File: src/eu_defs.svh
// execution unit group widths, slot count and iteration count
`ifndef EU_DEFS_SVH
`define EU_DEFS_SVH

// instruction ID tag on the result bus
`define EU_INST_ID_W 8

// architectural data word
`define EU_XLEN 32

// operand width seen by mul/div, one extension bit above XLEN
`define EU_OPND_W 33

// destination register index
`define EU_RD_ID_W 5

// ALU, CSR, MUL, DIV
`define EU_SLOT_N 4

// one step per operand bit
`define EU_ITER_N 33

`endif

File: src/eu_res_pkg.sv
// result-side types of the execution unit group: ID tag, data word, slot index
`default_nettype none

`include "eu_defs.svh"

package eu_res_pkg;

	// instruction ID carried with every result
	typedef logic [`EU_INST_ID_W-1:0] inst_id_t;

	// result data word
	typedef logic [`EU_XLEN-1:0] xdata_t;

	// position of each unit on the result-return bus
	typedef enum logic [$clog2(`EU_SLOT_N)-1:0] {
		SLOT_ALU = 2'd0,
		SLOT_CSR = 2'd1,
		SLOT_MUL = 2'd2,
		SLOT_DIV = 2'd3
	} slot_e;

endpackage

`default_nettype wire

File: src/eu_op_pkg.sv
// operation-side types: ALU op codes, register index, operands and mul/div tags
`default_nettype none

`include "eu_defs.svh"

package eu_op_pkg;

	// 0..9 arithmetic/logic, 10..15 branch compares
	typedef enum logic [3:0] {
		ALU_ADD  = 4'd0,
		ALU_SUB  = 4'd1,
		ALU_SLL  = 4'd2,
		ALU_SLT  = 4'd3,
		ALU_SLTU = 4'd4,
		ALU_XOR  = 4'd5,
		ALU_SRL  = 4'd6,
		ALU_SRA  = 4'd7,
		ALU_OR   = 4'd8,
		ALU_AND  = 4'd9,
		BRC_BEQ  = 4'd10,
		BRC_BNE  = 4'd11,
		BRC_BLT  = 4'd12,
		BRC_BGE  = 4'd13,
		BRC_BLTU = 4'd14,
		BRC_BGEU = 4'd15
	} alu_op_e;

	typedef logic [`EU_RD_ID_W-1:0] rd_id_t;

	// sign or zero extension by the issuer picks signed/unsigned
	typedef logic [`EU_OPND_W-1:0] opnd_t;

	typedef struct packed {
		logic                 res_sel; // 1 selects product bits 63:32
		rd_id_t               rd_id;
		eu_res_pkg::inst_id_t inst_id;
	} mul_tag_t;

	typedef struct packed {
		logic                 rem_sel; // 1 selects remainder
		rd_id_t               rd_id;
		eu_res_pkg::inst_id_t inst_id;
	} div_tag_t;

endpackage

`default_nettype wire

File: src/eu_alu.sv
// integer ALU, combinational, with branch condition evaluation
`default_nettype none

`include "eu_defs.svh"

module eu_alu (
	input  eu_op_pkg::alu_op_e  op,
	input  eu_res_pkg::xdata_t  op1,
	input  eu_res_pkg::xdata_t  op2,
	output eu_res_pkg::xdata_t  res,
	output logic                brc_cond_res
);

	logic [`EU_XLEN:0] sub_ext; // extra bit is the borrow
	eu_res_pkg::xdata_t add_res;
	logic [4:0] shamt;
	logic eq;
	logic ltu;
	logic lt;

	assign add_res = op1 + op2;
	assign sub_ext = {1'b0, op1} - {1'b0, op2};
	assign shamt = op2[4:0];

	// all compares come from the one subtractor
	assign eq = (sub_ext[`EU_XLEN-1:0] == '0);
	assign ltu = sub_ext[`EU_XLEN];
	// differing signs decide directly, otherwise the borrow does
	assign lt = (op1[`EU_XLEN-1] ^ op2[`EU_XLEN-1]) ? op1[`EU_XLEN-1] : ltu;

	always_comb
	begin
		case (op)
			eu_op_pkg::ALU_ADD:  res = add_res;
			eu_op_pkg::ALU_SUB:  res = sub_ext[`EU_XLEN-1:0];
			eu_op_pkg::ALU_SLL:  res = op1 << shamt;
			eu_op_pkg::ALU_SLT:  res = {{(`EU_XLEN-1){1'b0}}, lt};
			eu_op_pkg::ALU_SLTU: res = {{(`EU_XLEN-1){1'b0}}, ltu};
			eu_op_pkg::ALU_XOR:  res = op1 ^ op2;
			eu_op_pkg::ALU_SRL:  res = op1 >> shamt;
			eu_op_pkg::ALU_SRA:  res = $signed(op1) >>> shamt;
			eu_op_pkg::ALU_OR:   res = op1 | op2;
			eu_op_pkg::ALU_AND:  res = op1 & op2;
			default:             res = '0; // branch codes give no data
		endcase
	end

	always_comb
	begin
		case (op)
			eu_op_pkg::BRC_BEQ:  brc_cond_res = eq;
			eu_op_pkg::BRC_BNE:  brc_cond_res = ~eq;
			eu_op_pkg::BRC_BLT:  brc_cond_res = lt;
			eu_op_pkg::BRC_BGE:  brc_cond_res = ~lt;
			eu_op_pkg::BRC_BLTU: brc_cond_res = ltu;
			eu_op_pkg::BRC_BGEU: brc_cond_res = ~ltu;
			default:             brc_cond_res = 1'b0;
		endcase
	end

endmodule

`default_nettype wire

File: src/eu_divider.sv
// iterative restoring divider with signed quotient/remainder correction
`default_nettype none

`include "eu_defs.svh"

module eu_divider (
	input  logic                 aclk,
	input  logic                 arst_n,
	input  eu_op_pkg::opnd_t     op_a,
	input  eu_op_pkg::opnd_t     op_b,
	input  logic                 rem_sel,
	input  eu_op_pkg::rd_id_t    rd_id,
	input  eu_res_pkg::inst_id_t inst_id,
	input  logic                 valid,
	output logic                 ready,
	output eu_res_pkg::xdata_t   res,
	output eu_op_pkg::rd_id_t    res_rd_id,
	output eu_res_pkg::inst_id_t res_inst_id,
	output logic                 res_valid
);

	localparam integer OW = `EU_OPND_W;

	eu_op_pkg::div_tag_t req_tag;
	eu_op_pkg::div_tag_t res_tag;
	logic step;
	logic start;
	logic done;

	logic [OW-1:0] a_mag;
	logic [OW-1:0] b_mag;
	logic [OW-1:0] quo; // dividend shifts out, quotient bits shift in
	logic [OW-1:0] rem;
	logic [OW-1:0] dvsr;
	logic q_neg;
	logic r_neg;
	logic [OW:0] shifted;
	logic [OW:0] diff;
	logic q_bit;
	logic [OW-1:0] q_fix;
	logic [OW-1:0] r_fix;

	assign req_tag = '{rem_sel: rem_sel, rd_id: rd_id, inst_id: inst_id};

	eu_iter_seq #(
		.tag_t(eu_op_pkg::div_tag_t),
		.STEPS(`EU_ITER_N)
	) seq_u (
		.aclk(aclk),
		.arst_n(arst_n),
		.req_valid(valid),
		.req_ready(ready),
		.req_tag(req_tag),
		.step(step),
		.start(start),
		.done(done),
		.res_tag(res_tag)
	);

	assign a_mag = op_a[OW-1] ? -op_a : op_a;
	assign b_mag = op_b[OW-1] ? -op_b : op_b;

	// trial subtract of the divisor from the partial remainder
	assign shifted = {rem, quo[OW-1]};
	assign diff = shifted - {1'b0, dvsr};
	assign q_bit = ~diff[OW];

	always_ff @(posedge aclk)
	begin
		if (start)
		begin
			quo <= a_mag;
			rem <= '0;
			dvsr <= b_mag;
			// zero divisor keeps the all-ones quotient
			q_neg <= (op_a[OW-1] ^ op_b[OW-1]) & (op_b != '0);
			r_neg <= op_a[OW-1]; // gives back the dividend when divisor is 0
		end
		else if (step)
		begin
			rem <= q_bit ? diff[OW-1:0] : shifted[OW-1:0];
			quo <= {quo[OW-2:0], q_bit};
		end
	end

	assign q_fix = q_neg ? -quo : quo;
	assign r_fix = r_neg ? -rem : rem;

	assign res = res_tag.rem_sel ? r_fix[`EU_XLEN-1:0] : q_fix[`EU_XLEN-1:0];
	assign res_rd_id = res_tag.rd_id;
	assign res_inst_id = res_tag.inst_id;
	assign res_valid = done;

endmodule

`default_nettype wire

File: src/eu_group_top.sv
// execution unit group: ALU, CSR read, multiplier, divider onto one result bus
`default_nettype none

`include "eu_defs.svh"

module eu_group_top (
	input  logic                 aclk,
	input  logic                 arst_n,

	input  eu_op_pkg::alu_op_e   alu_op,
	input  eu_res_pkg::xdata_t   alu_op1,
	input  eu_res_pkg::xdata_t   alu_op2,
	input  eu_res_pkg::inst_id_t alu_tid,
	input  logic                 alu_use_res, // result written back
	input  logic                 alu_valid,
	output logic                 brc_cond_res,

	input  logic [11:0]          csr_addr,
	input  eu_res_pkg::inst_id_t csr_tid,
	input  logic                 csr_valid,
	output logic [11:0]          csr_raddr, // to external CSR file
	input  eu_res_pkg::xdata_t   csr_rdata, // old CSR value

	input  eu_op_pkg::opnd_t     mul_op_a,
	input  eu_op_pkg::opnd_t     mul_op_b,
	input  logic                 mul_res_sel,
	input  eu_op_pkg::rd_id_t    mul_rd_id,
	input  eu_res_pkg::inst_id_t mul_inst_id,
	input  logic                 mul_valid,
	output logic                 mul_ready,
	output eu_op_pkg::rd_id_t    mul_res_rd_id,

	input  eu_op_pkg::opnd_t     div_op_a,
	input  eu_op_pkg::opnd_t     div_op_b,
	input  logic                 div_rem_sel,
	input  eu_op_pkg::rd_id_t    div_rd_id,
	input  eu_res_pkg::inst_id_t div_inst_id,
	input  logic                 div_valid,
	output logic                 div_ready,
	output eu_op_pkg::rd_id_t    div_res_rd_id,

	output logic [`EU_SLOT_N-1:0]               fu_res_vld,
	output logic [`EU_SLOT_N*`EU_INST_ID_W-1:0] fu_res_tid,
	output logic [`EU_SLOT_N*`EU_XLEN-1:0]      fu_res_data
);

	eu_res_pkg::xdata_t alu_res;
	eu_res_pkg::xdata_t mul_res;
	eu_res_pkg::xdata_t div_res;
	eu_res_pkg::inst_id_t mul_res_inst_id;
	eu_res_pkg::inst_id_t div_res_inst_id;
	logic mul_res_valid;
	logic div_res_valid;

	eu_alu alu_u (
		.op(alu_op),
		.op1(alu_op1),
		.op2(alu_op2),
		.res(alu_res),
		.brc_cond_res(brc_cond_res)
	);

	assign csr_raddr = csr_addr; // combinational read through

	eu_multiplier multiplier_u (
		.aclk(aclk),
		.arst_n(arst_n),
		.op_a(mul_op_a),
		.op_b(mul_op_b),
		.res_sel(mul_res_sel),
		.rd_id(mul_rd_id),
		.inst_id(mul_inst_id),
		.valid(mul_valid),
		.ready(mul_ready),
		.res(mul_res),
		.res_rd_id(mul_res_rd_id),
		.res_inst_id(mul_res_inst_id),
		.res_valid(mul_res_valid)
	);

	eu_divider divider_u (
		.aclk(aclk),
		.arst_n(arst_n),
		.op_a(div_op_a),
		.op_b(div_op_b),
		.rem_sel(div_rem_sel),
		.rd_id(div_rd_id),
		.inst_id(div_inst_id),
		.valid(div_valid),
		.ready(div_ready),
		.res(div_res),
		.res_rd_id(div_res_rd_id),
		.res_inst_id(div_res_inst_id),
		.res_valid(div_res_valid)
	);

	// slot 0 in the low bits, order follows slot_e
	assign fu_res_vld = {div_res_valid, mul_res_valid, csr_valid, alu_valid & alu_use_res};
	assign fu_res_tid = {div_res_inst_id, mul_res_inst_id, csr_tid, alu_tid};
	assign fu_res_data = {div_res, mul_res, csr_rdata, alu_res};

endmodule

`default_nettype wire

File: src/eu_iter_seq.sv
// iteration sequencer shared by the multi-cycle units: handshake, step count, tag hold
`default_nettype none

module eu_iter_seq #(
	parameter type    tag_t = logic [7:0],
	parameter integer STEPS = 8
) (
	input  logic aclk,
	input  logic arst_n,
	input  logic req_valid,
	output logic req_ready,
	input  tag_t req_tag,
	output logic step,
	output logic start,
	output logic done,
	output tag_t res_tag
);

	localparam integer CNT_W = $clog2(STEPS + 1);

	logic busy;
	logic [CNT_W-1:0] cnt;
	logic fin; // last step cycle
	logic done_q;
	logic fire;
	tag_t tag_q;

	assign fire = req_valid & req_ready;
	assign req_ready = ~busy;
	assign start = fire; // datapath loads on the accepting edge

	// cycle with cnt 0 is the load cycle, steps run at cnt 1..STEPS
	assign step = busy & (cnt != '0);
	assign fin = busy & (cnt == CNT_W'(STEPS));

	assign done = done_q;
	assign res_tag = tag_q;

	always_ff @(posedge aclk or negedge arst_n)
	begin
		if (!arst_n)
		begin
			busy <= 1'b0;
			cnt <= '0;
			done_q <= 1'b0;
		end
		else
		begin
			done_q <= fin; // one-cycle pulse, busy drops at the same edge
			if (fire)
			begin
				busy <= 1'b1;
				cnt <= '0;
			end
			else if (fin)
				busy <= 1'b0;
			else if (busy)
				cnt <= cnt + 1'b1;
		end
	end

	always_ff @(posedge aclk)
	begin
		if (fire)
			tag_q <= req_tag;
	end

endmodule

`default_nettype wire

File: src/eu_multiplier.sv
// iterative signed 33x33 multiplier, one multiplier bit per step
`default_nettype none

`include "eu_defs.svh"

module eu_multiplier (
	input  logic                 aclk,
	input  logic                 arst_n,
	input  eu_op_pkg::opnd_t     op_a,
	input  eu_op_pkg::opnd_t     op_b,
	input  logic                 res_sel,
	input  eu_op_pkg::rd_id_t    rd_id,
	input  eu_res_pkg::inst_id_t inst_id,
	input  logic                 valid,
	output logic                 ready,
	output eu_res_pkg::xdata_t   res,
	output eu_op_pkg::rd_id_t    res_rd_id,
	output eu_res_pkg::inst_id_t res_inst_id,
	output logic                 res_valid
);

	localparam integer OW = `EU_OPND_W;
	localparam integer PW = 2 * `EU_OPND_W;

	eu_op_pkg::mul_tag_t req_tag;
	eu_op_pkg::mul_tag_t res_tag;
	logic step;
	logic start;
	logic done;

	logic [PW-1:0] acc;
	logic [PW-1:0] mcand; // sign-extended op_a
	logic [OW-1:0] mplier; // consumed msb first
	logic first; // msb step carries negative weight
	logic [PW-1:0] addend;

	assign req_tag = '{res_sel: res_sel, rd_id: rd_id, inst_id: inst_id};

	eu_iter_seq #(
		.tag_t(eu_op_pkg::mul_tag_t),
		.STEPS(`EU_ITER_N)
	) seq_u (
		.aclk(aclk),
		.arst_n(arst_n),
		.req_valid(valid),
		.req_ready(ready),
		.req_tag(req_tag),
		.step(step),
		.start(start),
		.done(done),
		.res_tag(res_tag)
	);

	assign addend = mplier[OW-1] ? (first ? -mcand : mcand) : '0;

	// acc = 2*acc +/- mcand per bit, subtract on the sign bit
	always_ff @(posedge aclk)
	begin
		if (start)
		begin
			acc <= '0;
			mcand <= {{OW{op_a[OW-1]}}, op_a};
			mplier <= op_b;
			first <= 1'b1;
		end
		else if (step)
		begin
			acc <= {acc[PW-2:0], 1'b0} + addend;
			mplier <= {mplier[OW-2:0], 1'b0};
			first <= 1'b0;
		end
	end

	assign res = res_tag.res_sel ? acc[2*`EU_XLEN-1:`EU_XLEN] : acc[`EU_XLEN-1:0];
	assign res_rd_id = res_tag.rd_id;
	assign res_inst_id = res_tag.inst_id;
	assign res_valid = done;

endmodule

`default_nettype wire

File: config.mk
export PLATFORM = sky130hd
export DESIGN_NAME = eu_group_top
export DESIGN_NICKNAME = d
export VERILOG_FILES = /design/src/eu_res_pkg.sv /design/src/eu_op_pkg.sv /design/src/eu_alu.sv /design/src/eu_divider.sv /design/src/eu_group_top.sv /design/src/eu_iter_seq.sv /design/src/eu_multiplier.sv
export VERILOG_INCLUDE_DIRS = /design/src
export SDC_FILE = /design/constraint.sdc
export NUM_CORES = 1
export LEC_CHECK = 0
export BUFFER_PORTS_ARGS = -buffer_cell sky130_fd_sc_hd__buf_2
export CAP_MARGIN = 40
export CORE_MARGIN = 1
export CORE_UTILIZATION = 45
export CTS_CLUSTER_SIZE = 40
export DETAILED_ROUTE_END_ITERATION = 16
export PLACE_DENSITY = 0.66
export REMOVE_ABC_BUFFERS = 1
export SYNTH_ARGS = -nofsm -noshare
export SYNTH_HDL_FRONTEND = slang
export SYNTH_SLANG_ARGS = --single-unit
File: constraint.sdc
create_clock -name aclk -period 8.9 [get_ports aclk]
set_clock_uncertainty 0.1 [all_clocks]
set_input_delay 0.445 -clock aclk [delete_from_list [all_inputs] [get_ports aclk]]
set_output_delay 0.445 -clock aclk [all_outputs]
set_load 0.05 [all_outputs]
Word-level counts from Yosys, hierarchy flattened. Index checks and enable logic that the tools add are counted.

Add/subtract/negate cells: 11. $mul: 0. Divide/modulo/power cells: 0. $lt $le $gt $ge: 0. Equal/unequal tests: 19. Shift-type cells: 3. Muxes and demuxes: 26. Bitwise operators: 19. Reductions and logical operators: 13.

Operators by type and width (number): 32-bit one-hot mux with 10 select lines (1); 33-bit two-way mux (6); 32-bit two-way mux (5); 64-bit two-way mux (2); 33-bit negation (2); 64-bit adder (1); 32-bit negation (2); 64-bit negation (1); 6-bit two-way mux (6); 34-bit by 33-bit subtractor with 34-bit output (1); 33-bit nonzero test (1); 32-bit by 32-bit subtractor with 33-bit output (1); 32-bit adder (1); 32-bit bitwise AND (1); 4-bit equality test, second input constant (8); 32-bit zero test (1); 32-bit bitwise OR (1); 32-bit by 5-bit left shift with 32-bit output (1); 32-bit by 5-bit right shift with 32-bit output (1); 32-bit by 5-bit >>> shifter with 32-bit output (1); 32-bit XOR (1); 4-bit by 3-bit equality test with 1-bit output, second input constant (4); 6-bit by 1-bit adder with 6-bit output, second input constant (2); 6-bit equality test, second input constant (2); other kinds (12) (38).

Flip-flop bits (word level): 276. Bits in latches: 0. RAM bits: 0. Memory bits (read-only): 0. Input bits: 295. Memories kept: 0.

Logic depth before layout (Yosys ltp). Gate-level depths: netlist (run 1).

Depth in word-level cells: 4. Mapped depth: 25. Mapped depth without buffers: 24.

By module. A second synthesis (run 1) with hierarchy kept.

Cell total of the unflattened synthesis: 3727. Area, all modules: 29726.0 um2.

By module, submodules not included: eu_multiplier (instances 1, cells each 1063, area an instance 9644.2 um2, sequential area each 3283.1 um2); eu_alu (instances 1, cells each 1395, area an instance 8972.4 um2, sequential area each 0.0 um2); eu_divider (instances 1, cells each 1079, area an instance 8871.0 um2, sequential area each 2702.6 um2); eu_iter_seq (instances 2, cells each 63, area an instance 879.6 um2, sequential area each 620.6 um2); eu_group_top (instances 1, cells each 64, area an instance 479.2 um2, sequential area each 0.0 um2).

Least setup slack after synthesis (run 1). OpenSTA, ideal clock, no wires.

Path kind: register to register. Start point: register multiplier_u.mcand[7]. End point: register multiplier_u.acc[60]. Setup time: 0.128 ns. Data arrival time: 5.975 ns. Required time: 8.672 ns. Path slack: 2.697 ns. Stages on the path, launching flop included: 23. Period minus slack after synthesis: 6.203 ns. Cell sequence: edfxtp_1 > or3_1 > or3_1 > or2_1 > or3_4 > or4_4 > or4_4 > o41ai_1 > xnor2_1 > and2_1 > ha_1 > clkbuf_1 > nand4_1 > or3_1 > nor4_1 > o221ai_1 > a211oi_1 > nor3b_1 > o21ai_1 > a41oi_1 > o41ai_1 > xnor2_1 > o21ai_0.

Word-level cells in the longest chain between the ends: 4.

Ends and longest elaborated chain: start: declaration (RTL line eu_multiplier.sv:32) `logic [PW-1:0] mcand;`; start signal: assignment (RTL line eu_multiplier.sv:62) `mcand <= {{OW{op_a[OW-1]}}, op_a};`; 64-bit negation (RTL line eu_multiplier.sv:54) `assign addend = mplier[OW-1] ? (first ? -mcand : mcand) : '0;`; 64-bit two-way mux (*) (2 in a row) (RTL line eu_multiplier.sv:54); 64-bit adder (*) (RTL line eu_multiplier.sv:68) `acc <= {acc[PW-2:0], 1'b0} + addend;`; end signal: assignment (RTL line eu_multiplier.sv:68); end: declaration (RTL line eu_multiplier.sv:31) `logic [PW-1:0] acc;`.

Every way passes the cells marked *; elsewhere a longest branch is shown, timed or not. A chain may end at the register's enable or synchronous reset.

Worst setup path after layout (run 1). Ends and elaborated chain as after synthesis.

==> results of run 1 <==
==> cells by family (layout without fill, tap and decap cells) <==
kind of cell             Yosys count  after routing
XOR/XNOR                         268            268
other                              0              3
flip-flops                       276            276
multiplexers                     137            137
AO/OA/AOI/OAI                   1107           1107
AND/OR/NAND/NOR                 1189           1189
adder cells (fa/ha/maj)          208            208
buffers and inverters            472            701
==> state kept, by name, summed over array words and instances, names as in the netlist, 6 cells and up <==
register,count
multiplier_u.acc,64
divider_u.dvsr,33
divider_u.quo,33
divider_u.rem,33
multiplier_u.mcand,33
multiplier_u.mplier,33
divider_u.seq_u.res_tag,14
multiplier_u.seq_u.res_tag,14
divider_u.seq_u.cnt,6
multiplier_u.seq_u.cnt,6
==> worst min-delay path by stage <==
stage	start	slack, ns	end
2_1_floorplan	arst_n	0.05	divider_u.seq_u.busy
3_3_place_gp	arst_n	0.28	multiplier_u.seq_u.done
3_5_place_dp	arst_n	0.28	multiplier_u.seq_u.done
4_1_cts	mul_op_b[7]	0.02	multiplier_u.mplier[7]
5_1_grt	div_op_b[0]	0.04	divider_u.dvsr[0]
6_report	div_op_b[0]	0.05	divider_u.dvsr[0]
==> metrics by stage <==
stage | util | setup WS (ns)
after floorplan | - | 2.43
after global placement | 0.483 | 2.13
after detailed placement | 0.483 | 1.95
after CTS | 0.510 | 1.93
after global routing | 0.511 | 1.53
final | 0.511 | 1.90
==> synthesized netlist by cell type, drive strengths merged (29+ instances only) <==
| library cell | instances | area, sq um |
|---|---|---|
| dfxtp | 98 | 1960 |
| buf | 120 | 793 |
| nand3 | 88 | 440 |
| o31ai | 50 | 375 |
| and2 | 57 | 357 |
| nor2b | 36 | 225 |
| a21oi | 233 | 1170 |
| nor3 | 57 | 285 |
| a221o | 31 | 310 |
| nand2b | 53 | 332 |
| edfxtp | 162 | 4860 |
| ha | 204 | 2550 |
| nand4 | 31 | 194 |
| mux2i | 82 | 821 |
| o211ai | 38 | 285 |
| clkbuf | 174 | 653 |
| mux2 | 40 | 450 |
| a211oi | 29 | 218 |
| inv | 176 | 661 |
| a31oi | 33 | 206 |
| o21ai | 352 | 1770 |
| xnor2 | 165 | 1450 |
| or4 | 42 | 327 |
| nand2 | 459 | 1720 |
| a21o | 87 | 653 |
| nor2 | 255 | 957 |
| xor2 | 103 | 902 |
| or3 | 35 | 224 |
==> routing by layer <==
| metal | track usage | wire length [um] | up-vias |
|---|---|---|---|
| met4 | 0.106 | 3460 | 8 |
| met1 | 0.387 | 42100 | 13348 |
| li1 | - | - | 13590 |
| met2 | 0.472 | 45300 | 1249 |
| met3 | 0.0837 | 9680 | 227 |
| met5 | 0.0526 | 419 | - |
==> final cells by class <==
class / count / area share
multi-input cells: 2909 / 0.602
flip-flops and latches: 276 / 0.225
repair buffers: 460 / 0.0841
diodes: 3 / 0.000234
well taps: 846 / 0.0329
clock inverters: 17 / 0.00459
inverters: 178 / 0.0208
clock buffers: 46 / 0.0302
==> power by group through the flow <==
stage / registers [mW] / logic [mW] / clock network [mW]
after global routing: 2.61 / 6.95 / 1.48
after detailed placement: 2.56 / 6.23 / 0
after floorplan: 2.44 / 4.64 / 0
after CTS: 2.54 / 6.28 / 1.43
after global placement: 2.55 / 6.18 / 0
final: 2.54 / 6.33 / 1.40
==> placed cells by master (no fill, tap or decap), types with 14 or more instances in the layout <==
cell type      synthesis  final
or3_1                 34     34
dfrtp_1               16     16
nor3_1                57     55
o22ai_1               16     16
or4_1                 39     39
a221oi_1              27     27
mux2i_1               82     82
nor2b_1               36     36
nor4_1                18     17
edfxtp_1             162    162
nand2b_1              53     53
o41ai_1               23     23
o21a_1                14     14
buf_2                  1    363
a21oi_1              233    233
dfxtp_1               98     98
nor2_1               255    254
o31ai_1               50     50
ha_1                 204    204
xnor2_1              165    165
a221o_1               31     31
o221ai_1              15     15
a21boi_0              17     17
a21o_1                87     87
and2_1                57     57
a31oi_1               33     33
nand4_1               31     31
nand3_1               88     88
buf_4                 89     35
dlygate4sd3_1          0     61
mux4_2                15     15
o211ai_1              38     38
o21bai_1              28     28
a211oi_1              29     29
nand2_1              459    456
xor2_1               103    103
clkbuf_16              0     37
mux2_2                40     40
o21ai_0              344    344
inv_1                174    173
==> impl_metrics.ini, run 1 <==
[detailed_routing]
drc = 0
wl_per_cell_um = 21.3
ant_nets = 0
totalWireLength_um = 101000
vias = 28422
dr.pass1.iters = 7
via_per_inst = 6.00
drt_iter0_markers = 2743

[critical_path]
cp-start-kind = register
setup.worst_path.end_class = register
worstSetupStartpoint = multiplier_u.mcand[7]
r2r_cells = 21
path_cells = or3_1, or3_1, or2_1, or3_4, or4_4, or4_4, o41ai_1, xnor2_1, and2_1, ha_1, nand4_1, or3_1, nor4_1, o221ai_1, a211oi_1, nor3b_1, o21ai_1, a41oi_1, o41ai_1, xnor2_1, o21ai_0
critPathCapture = multiplier_u.acc[60]
reg2reg_slack_ns = 1.90
cp_num_cells = 21
r2r_start = multiplier_u.mcand[7]
worst_path_max_delay_cell = or4_4
reg2reg_to = multiplier_u.acc[60]
crit_top_cell = or3_1
cp_max_fo = 8
worstPathArrival_ns = 7.30
cp.required_ns = 9.21
crit_type = reg2reg
slowest_delay_ns = 0.49
path_buf_inv = 0
cp_top_family = simple AND/OR/NAND/NOR gates

[clock_tree]
clock_latency_ns = 0.56
cts_buffer_depth = 3
post-cts-setup-buffers = 0
cts_resized = 0
cts_max_level = 2
clock-sinks = 276
cts-hold-fix-buffers = 61
cts_buffers = 35
cts_root_buffer = clkbuf_16
clkTransAtPathRegs_ns = 0.06
cts_tree = done

[timing]
finalHoldViolations = 0
timing.hold.ws_ns = 0.0486
slew_headroom = 0.387
setup_violations = 0
fmax_ghz = 0.143
fin_tns_setup_ns = 0
slew_violations = 0
fin_crit_sh = 0.786
grt_setup_unrepaired = false
min_period_ns = 7.00
tightest_slew_ns = 0.919

[global_routing]
grt_pass1_wl_um = 151000
grt-ovfl-total = 0
antenna_found_initial = 2
grt_max_degree = 82
grtUsageTotal = 0.300
grt_pass1_vias = 25981

[power]
p_sw_mw = 5.16
combPwrFrac = 0.616
power.internal_mw = 5.11
power_density_nw_per_um2 = 320
seq_power_share = 0.247
p_total_mw = 10.3
power.share.switching = 0.502
p_leak_nw = 13.9
p_clk_frac = 0.136
max-vdd-ir-drop_uv = 165

[synthesis]
synth_flop_cell = edfxtp_1
ys_ff_latch = 276
synthMuxAreaShare = 0.0561
yosys.area_share.simple = 0.195
yosys_warnings = 0
synth_xor_area_frac = 0.0819
ys_async_sr_fraction = 0.0580
syn_avg_cell_area_sq_um = 7.84
synth-edff-count = 162
synth_compound_area_frac = 0.249
ys_seq_area_frac = 0.252
netlist_instances = 3657
yosys.area_share.adder = 0.0918
synth_top_family_by_area = compound AO/OA/AOI/OAI gates
netlist_area_sq_um = 28700
ys_types = 91

[placed_design]
hpwl_um = 77400
gp_congestion = 1.00
portBuffers = 361
dp.cells = 4608
place_area_sq_um = 30400

[die]
rows = 92
die_h_um = 254
coreArea_sq_um = 63000
floorplan.initialDensity = 0.455
io_pins = 484
dieArea_sq_um = 64700
fp.dieW_um = 254

[run]
drv_cap = 0

[worst_hold_path]
hp-class = in2reg
hold_path_depth = 1

[finish]
multiInputGateArea_sq_um = 19400
fill_cells = 6144
fin_nets = 4363
drive_gt1_frac = 0.142
area_growth_pct = 12.1
register_area_sq_um = 7230
finalNonFillerCells = 4735
design_area_sq_um = 32100

[run_status]
outcome = finished clean
Power figures use the tool's default switching activity.
==> run 2: changes to the inputs <==
Settings changed: ABC_AREA from default to 1, PLACE_DENSITY 0.66 to 0.68.
Clock period 8.9 ns to 5.89 ns, I/O delays scaled along.
==> impl_metrics.ini, run 2 <==
[critical_path]
critPathCapture = multiplier_u.acc[57]
setup.worst_path.end_class = register
worstSetupStartpoint = multiplier_u.mcand[1]
reg2reg_slack_ns = 1.0
r2r_cells = 23
crit_type = reg2reg
r2r_start = multiplier_u.mcand[1]
cp_max_fo = 16
cp.required_ns = 6.23
reg2reg_to = multiplier_u.acc[57]
worstPathArrival_ns = 5.23
cp-start-kind = register

[synthesis]
synth_commonest_cells = 1356 x nand2_1, 767 x inv_1, 543 x nor2_1, 473 x o21ai_0, 369 x a21oi_1
syn_avg_cell_area_sq_um = 6.08
ys_async_sr_fraction = 0.0580
ys_types = 62
ys_seq_area_frac = 0.230
synth_most_common_cell = nand2_1
ys_ff_latch = 276
synth_flop_cell = edfxtp_1
synth_top_area_frac = 0.162
synth-edff-count = 162
synthTopCellsByArea = nand2_1 16%, edfxtp_1 15%, inv_1 9.2%, ha_1 8.1%, o21ai_0 7.5%
synth_largest_area_cell = nand2_1
netlist_area_sq_um = 31400
yosys_warnings = 0
netlist_instances = 5174

[clock_tree]
clock-sinks = 276
clkTransAtPathRegs_ns = 0.06
cts_resized = 0
cts_buffer_depth = 3
cts_max_level = 2
clock_latency_ns = 0.57
cts_buffers = 37
cts_tree = done
cts_root_buffer = clkbuf_16

[placed_design]
hpwl_um = 103000
place_area_sq_um = 33400
gp_congestion = 1.07
portBuffers = 361

[die]
rows = 96
io_pins = 484
coreArea_sq_um = 68800
fp.dieW_um = 266
floorplan.initialDensity = 0.457
die_h_um = 266
dieArea_sq_um = 70900

[detailed_routing]
ant_nets = 0
dr.pass1.iters = 6
totalWireLength_um = 129000
wl_per_cell_um = 20.1
drt_iter0_markers = 4069
vias = 36117
via_per_inst = 5.61
drc = 0

[finish]
area_growth_pct = 14.2
multiInputGateArea_sq_um = 19900
fin_nets = 5979
design_area_sq_um = 35900
register_area_sq_um = 7230
layout_common_cells = 1354 x nand2_1, 764 x inv_1, 542 x nor2_1
largest_reg_flops = 64
largest-register = multiplier_u.acc
drive_gt1_frac = 0.0914
layout_commonest_cell = nand2_1
fill_cells = 7203

[timing]
fmax_ghz = 0.204
grt_setup_unrepaired = false
tightest_slew_ns = 0.911
finalHoldViolations = 0
fin_crit_sh = 0.831
slew_headroom = 0.387
setup_violations = 0
fin_tns_setup_ns = 0
min_period_ns = 4.89
slew_violations = 0

[power]
p_leak_nw = 17.9
p_clk_frac = 0.142
power.internal_mw = 7.77
power_density_nw_per_um2 = 467
combPwrFrac = 0.633
max-vdd-ir-drop_uv = 582
p_sw_mw = 9.01
power.share.switching = 0.537
seq_power_share = 0.225

[global_routing]
grt-ovfl-total = 0
antenna_found_initial = 15
grtUsageTotal = 0.352
grt_max_degree = 75
grt_pass1_wl_um = 192000
grt_pass1_vias = 33096

[worst_hold_path]
hp-class = in2reg
hold_start = mul_op_b[28]

[run]
drv_cap = 0

[run_status]
outcome = finished clean
[run 2: metal layers]
metal,track usage,vias to the layer above,routed length (um)
met2,0.536,1779,55200
met3,0.0928,245,15000
met5,0.0256,-,339
met1,0.476,16590,54200
li1,-,17481,-
met4,0.119,22,4610
[run 2: worst max-delay path, stage by stage (launching register included)]
cell	delay, ns
edfxtp_1	0.39
inv_1	0.10
ha_1	0.14
inv_1	0.07
nor3_2	0.15
nand2_1	0.13
nor2_1	0.11
nand3_1	0.13
nor4_1	0.31
nand3b_1	0.22
nor2_1	0.18
inv_1	0.09
o21ai_2	0.60
inv_1	0.10
ha_1	0.41
inv_1	0.07
o21ai_0	0.36
a31oi_1	0.20
o21ai_0	0.39
a31oi_1	0.20
nand3_1	0.13
nand3_1	0.08
nand2_1	0.09
inv_1	0.03
[run 2: cells by family (layout without fill, tap and decap cells)]
group | count (synthesis) | count (layout) | share of synthesized area
other | 0 | 7 | 0
DFF | 276 | 276 | 0.230
and+or+nand+nor | 2399 | 2399 | 0.314
muxes | 9 | 9 | 0.00287
adders and majority gates | 208 | 208 | 0.0837
buffers and inverters | 1036 | 1366 | 0.136
AOI/OAI and AO/OA | 1119 | 1119 | 0.197
xor gates and xnor gates | 127 | 127 | 0.0366
[run 2: stage by stage]
step | setup WS [ns] | instances | utilization | power (mW) | hold slack, ns
after floorplan | 0.508 | 4921 | - | 11.0 | -0.101
after global placement | 1.17 | 6242 | 0.484 | 14.0 | 0.142
after detailed placement | 1.19 | 6246 | 0.485 | 14.1 | 0.138
after CTS | 1.14 | 6435 | 0.521 | 16.7 | 0.0165
after global routing | 0.563 | 6440 | 0.521 | 18.1 | 0.0461
final | 0.997 | 6442 | 0.521 | 16.8 | 0.0438
[run 2: cell type report]
type                            instances  share of cell area
Timing Repair Buffer                  516              0.0933
Antenna cell                            7            0.000488
Clock inverter                         18             0.00582
Multi-Input combinational cell       3862               0.555
Inverter                              783              0.0820
Tap cell                              931              0.0325
Clock buffer                           49              0.0294
Sequential cell                       276               0.201
[run 2: power groups by stage]
stage          combinational, mW  clock (mW)  sequential, mW
2_1_floorplan               7.37           0            3.59
3_3_place_gp                10.2           0            3.79
3_5_place_dp                10.3           0            3.79
4_1_cts                     10.5        2.44            3.76
5_1_grt                     11.8        2.49            3.85
6_report                    10.6        2.38            3.78
[run 2: timing repair]
item	4_1_cts	5_1_grt
hold buffers	122	0
hold endpoints to repair	137	0
setup buffers	0	0
[run 2: worst min path at each step]
stage                              endpoint  cells after the start
CTS                 multiplier_u.mplier[28]                      3
global placement    multiplier_u.seq_u.done                      1
finish              multiplier_u.mplier[28]                      3
detailed placement  multiplier_u.seq_u.done                      1
global route        multiplier_u.mplier[28]                      3
floorplan              divider_u.seq_u.busy                      0
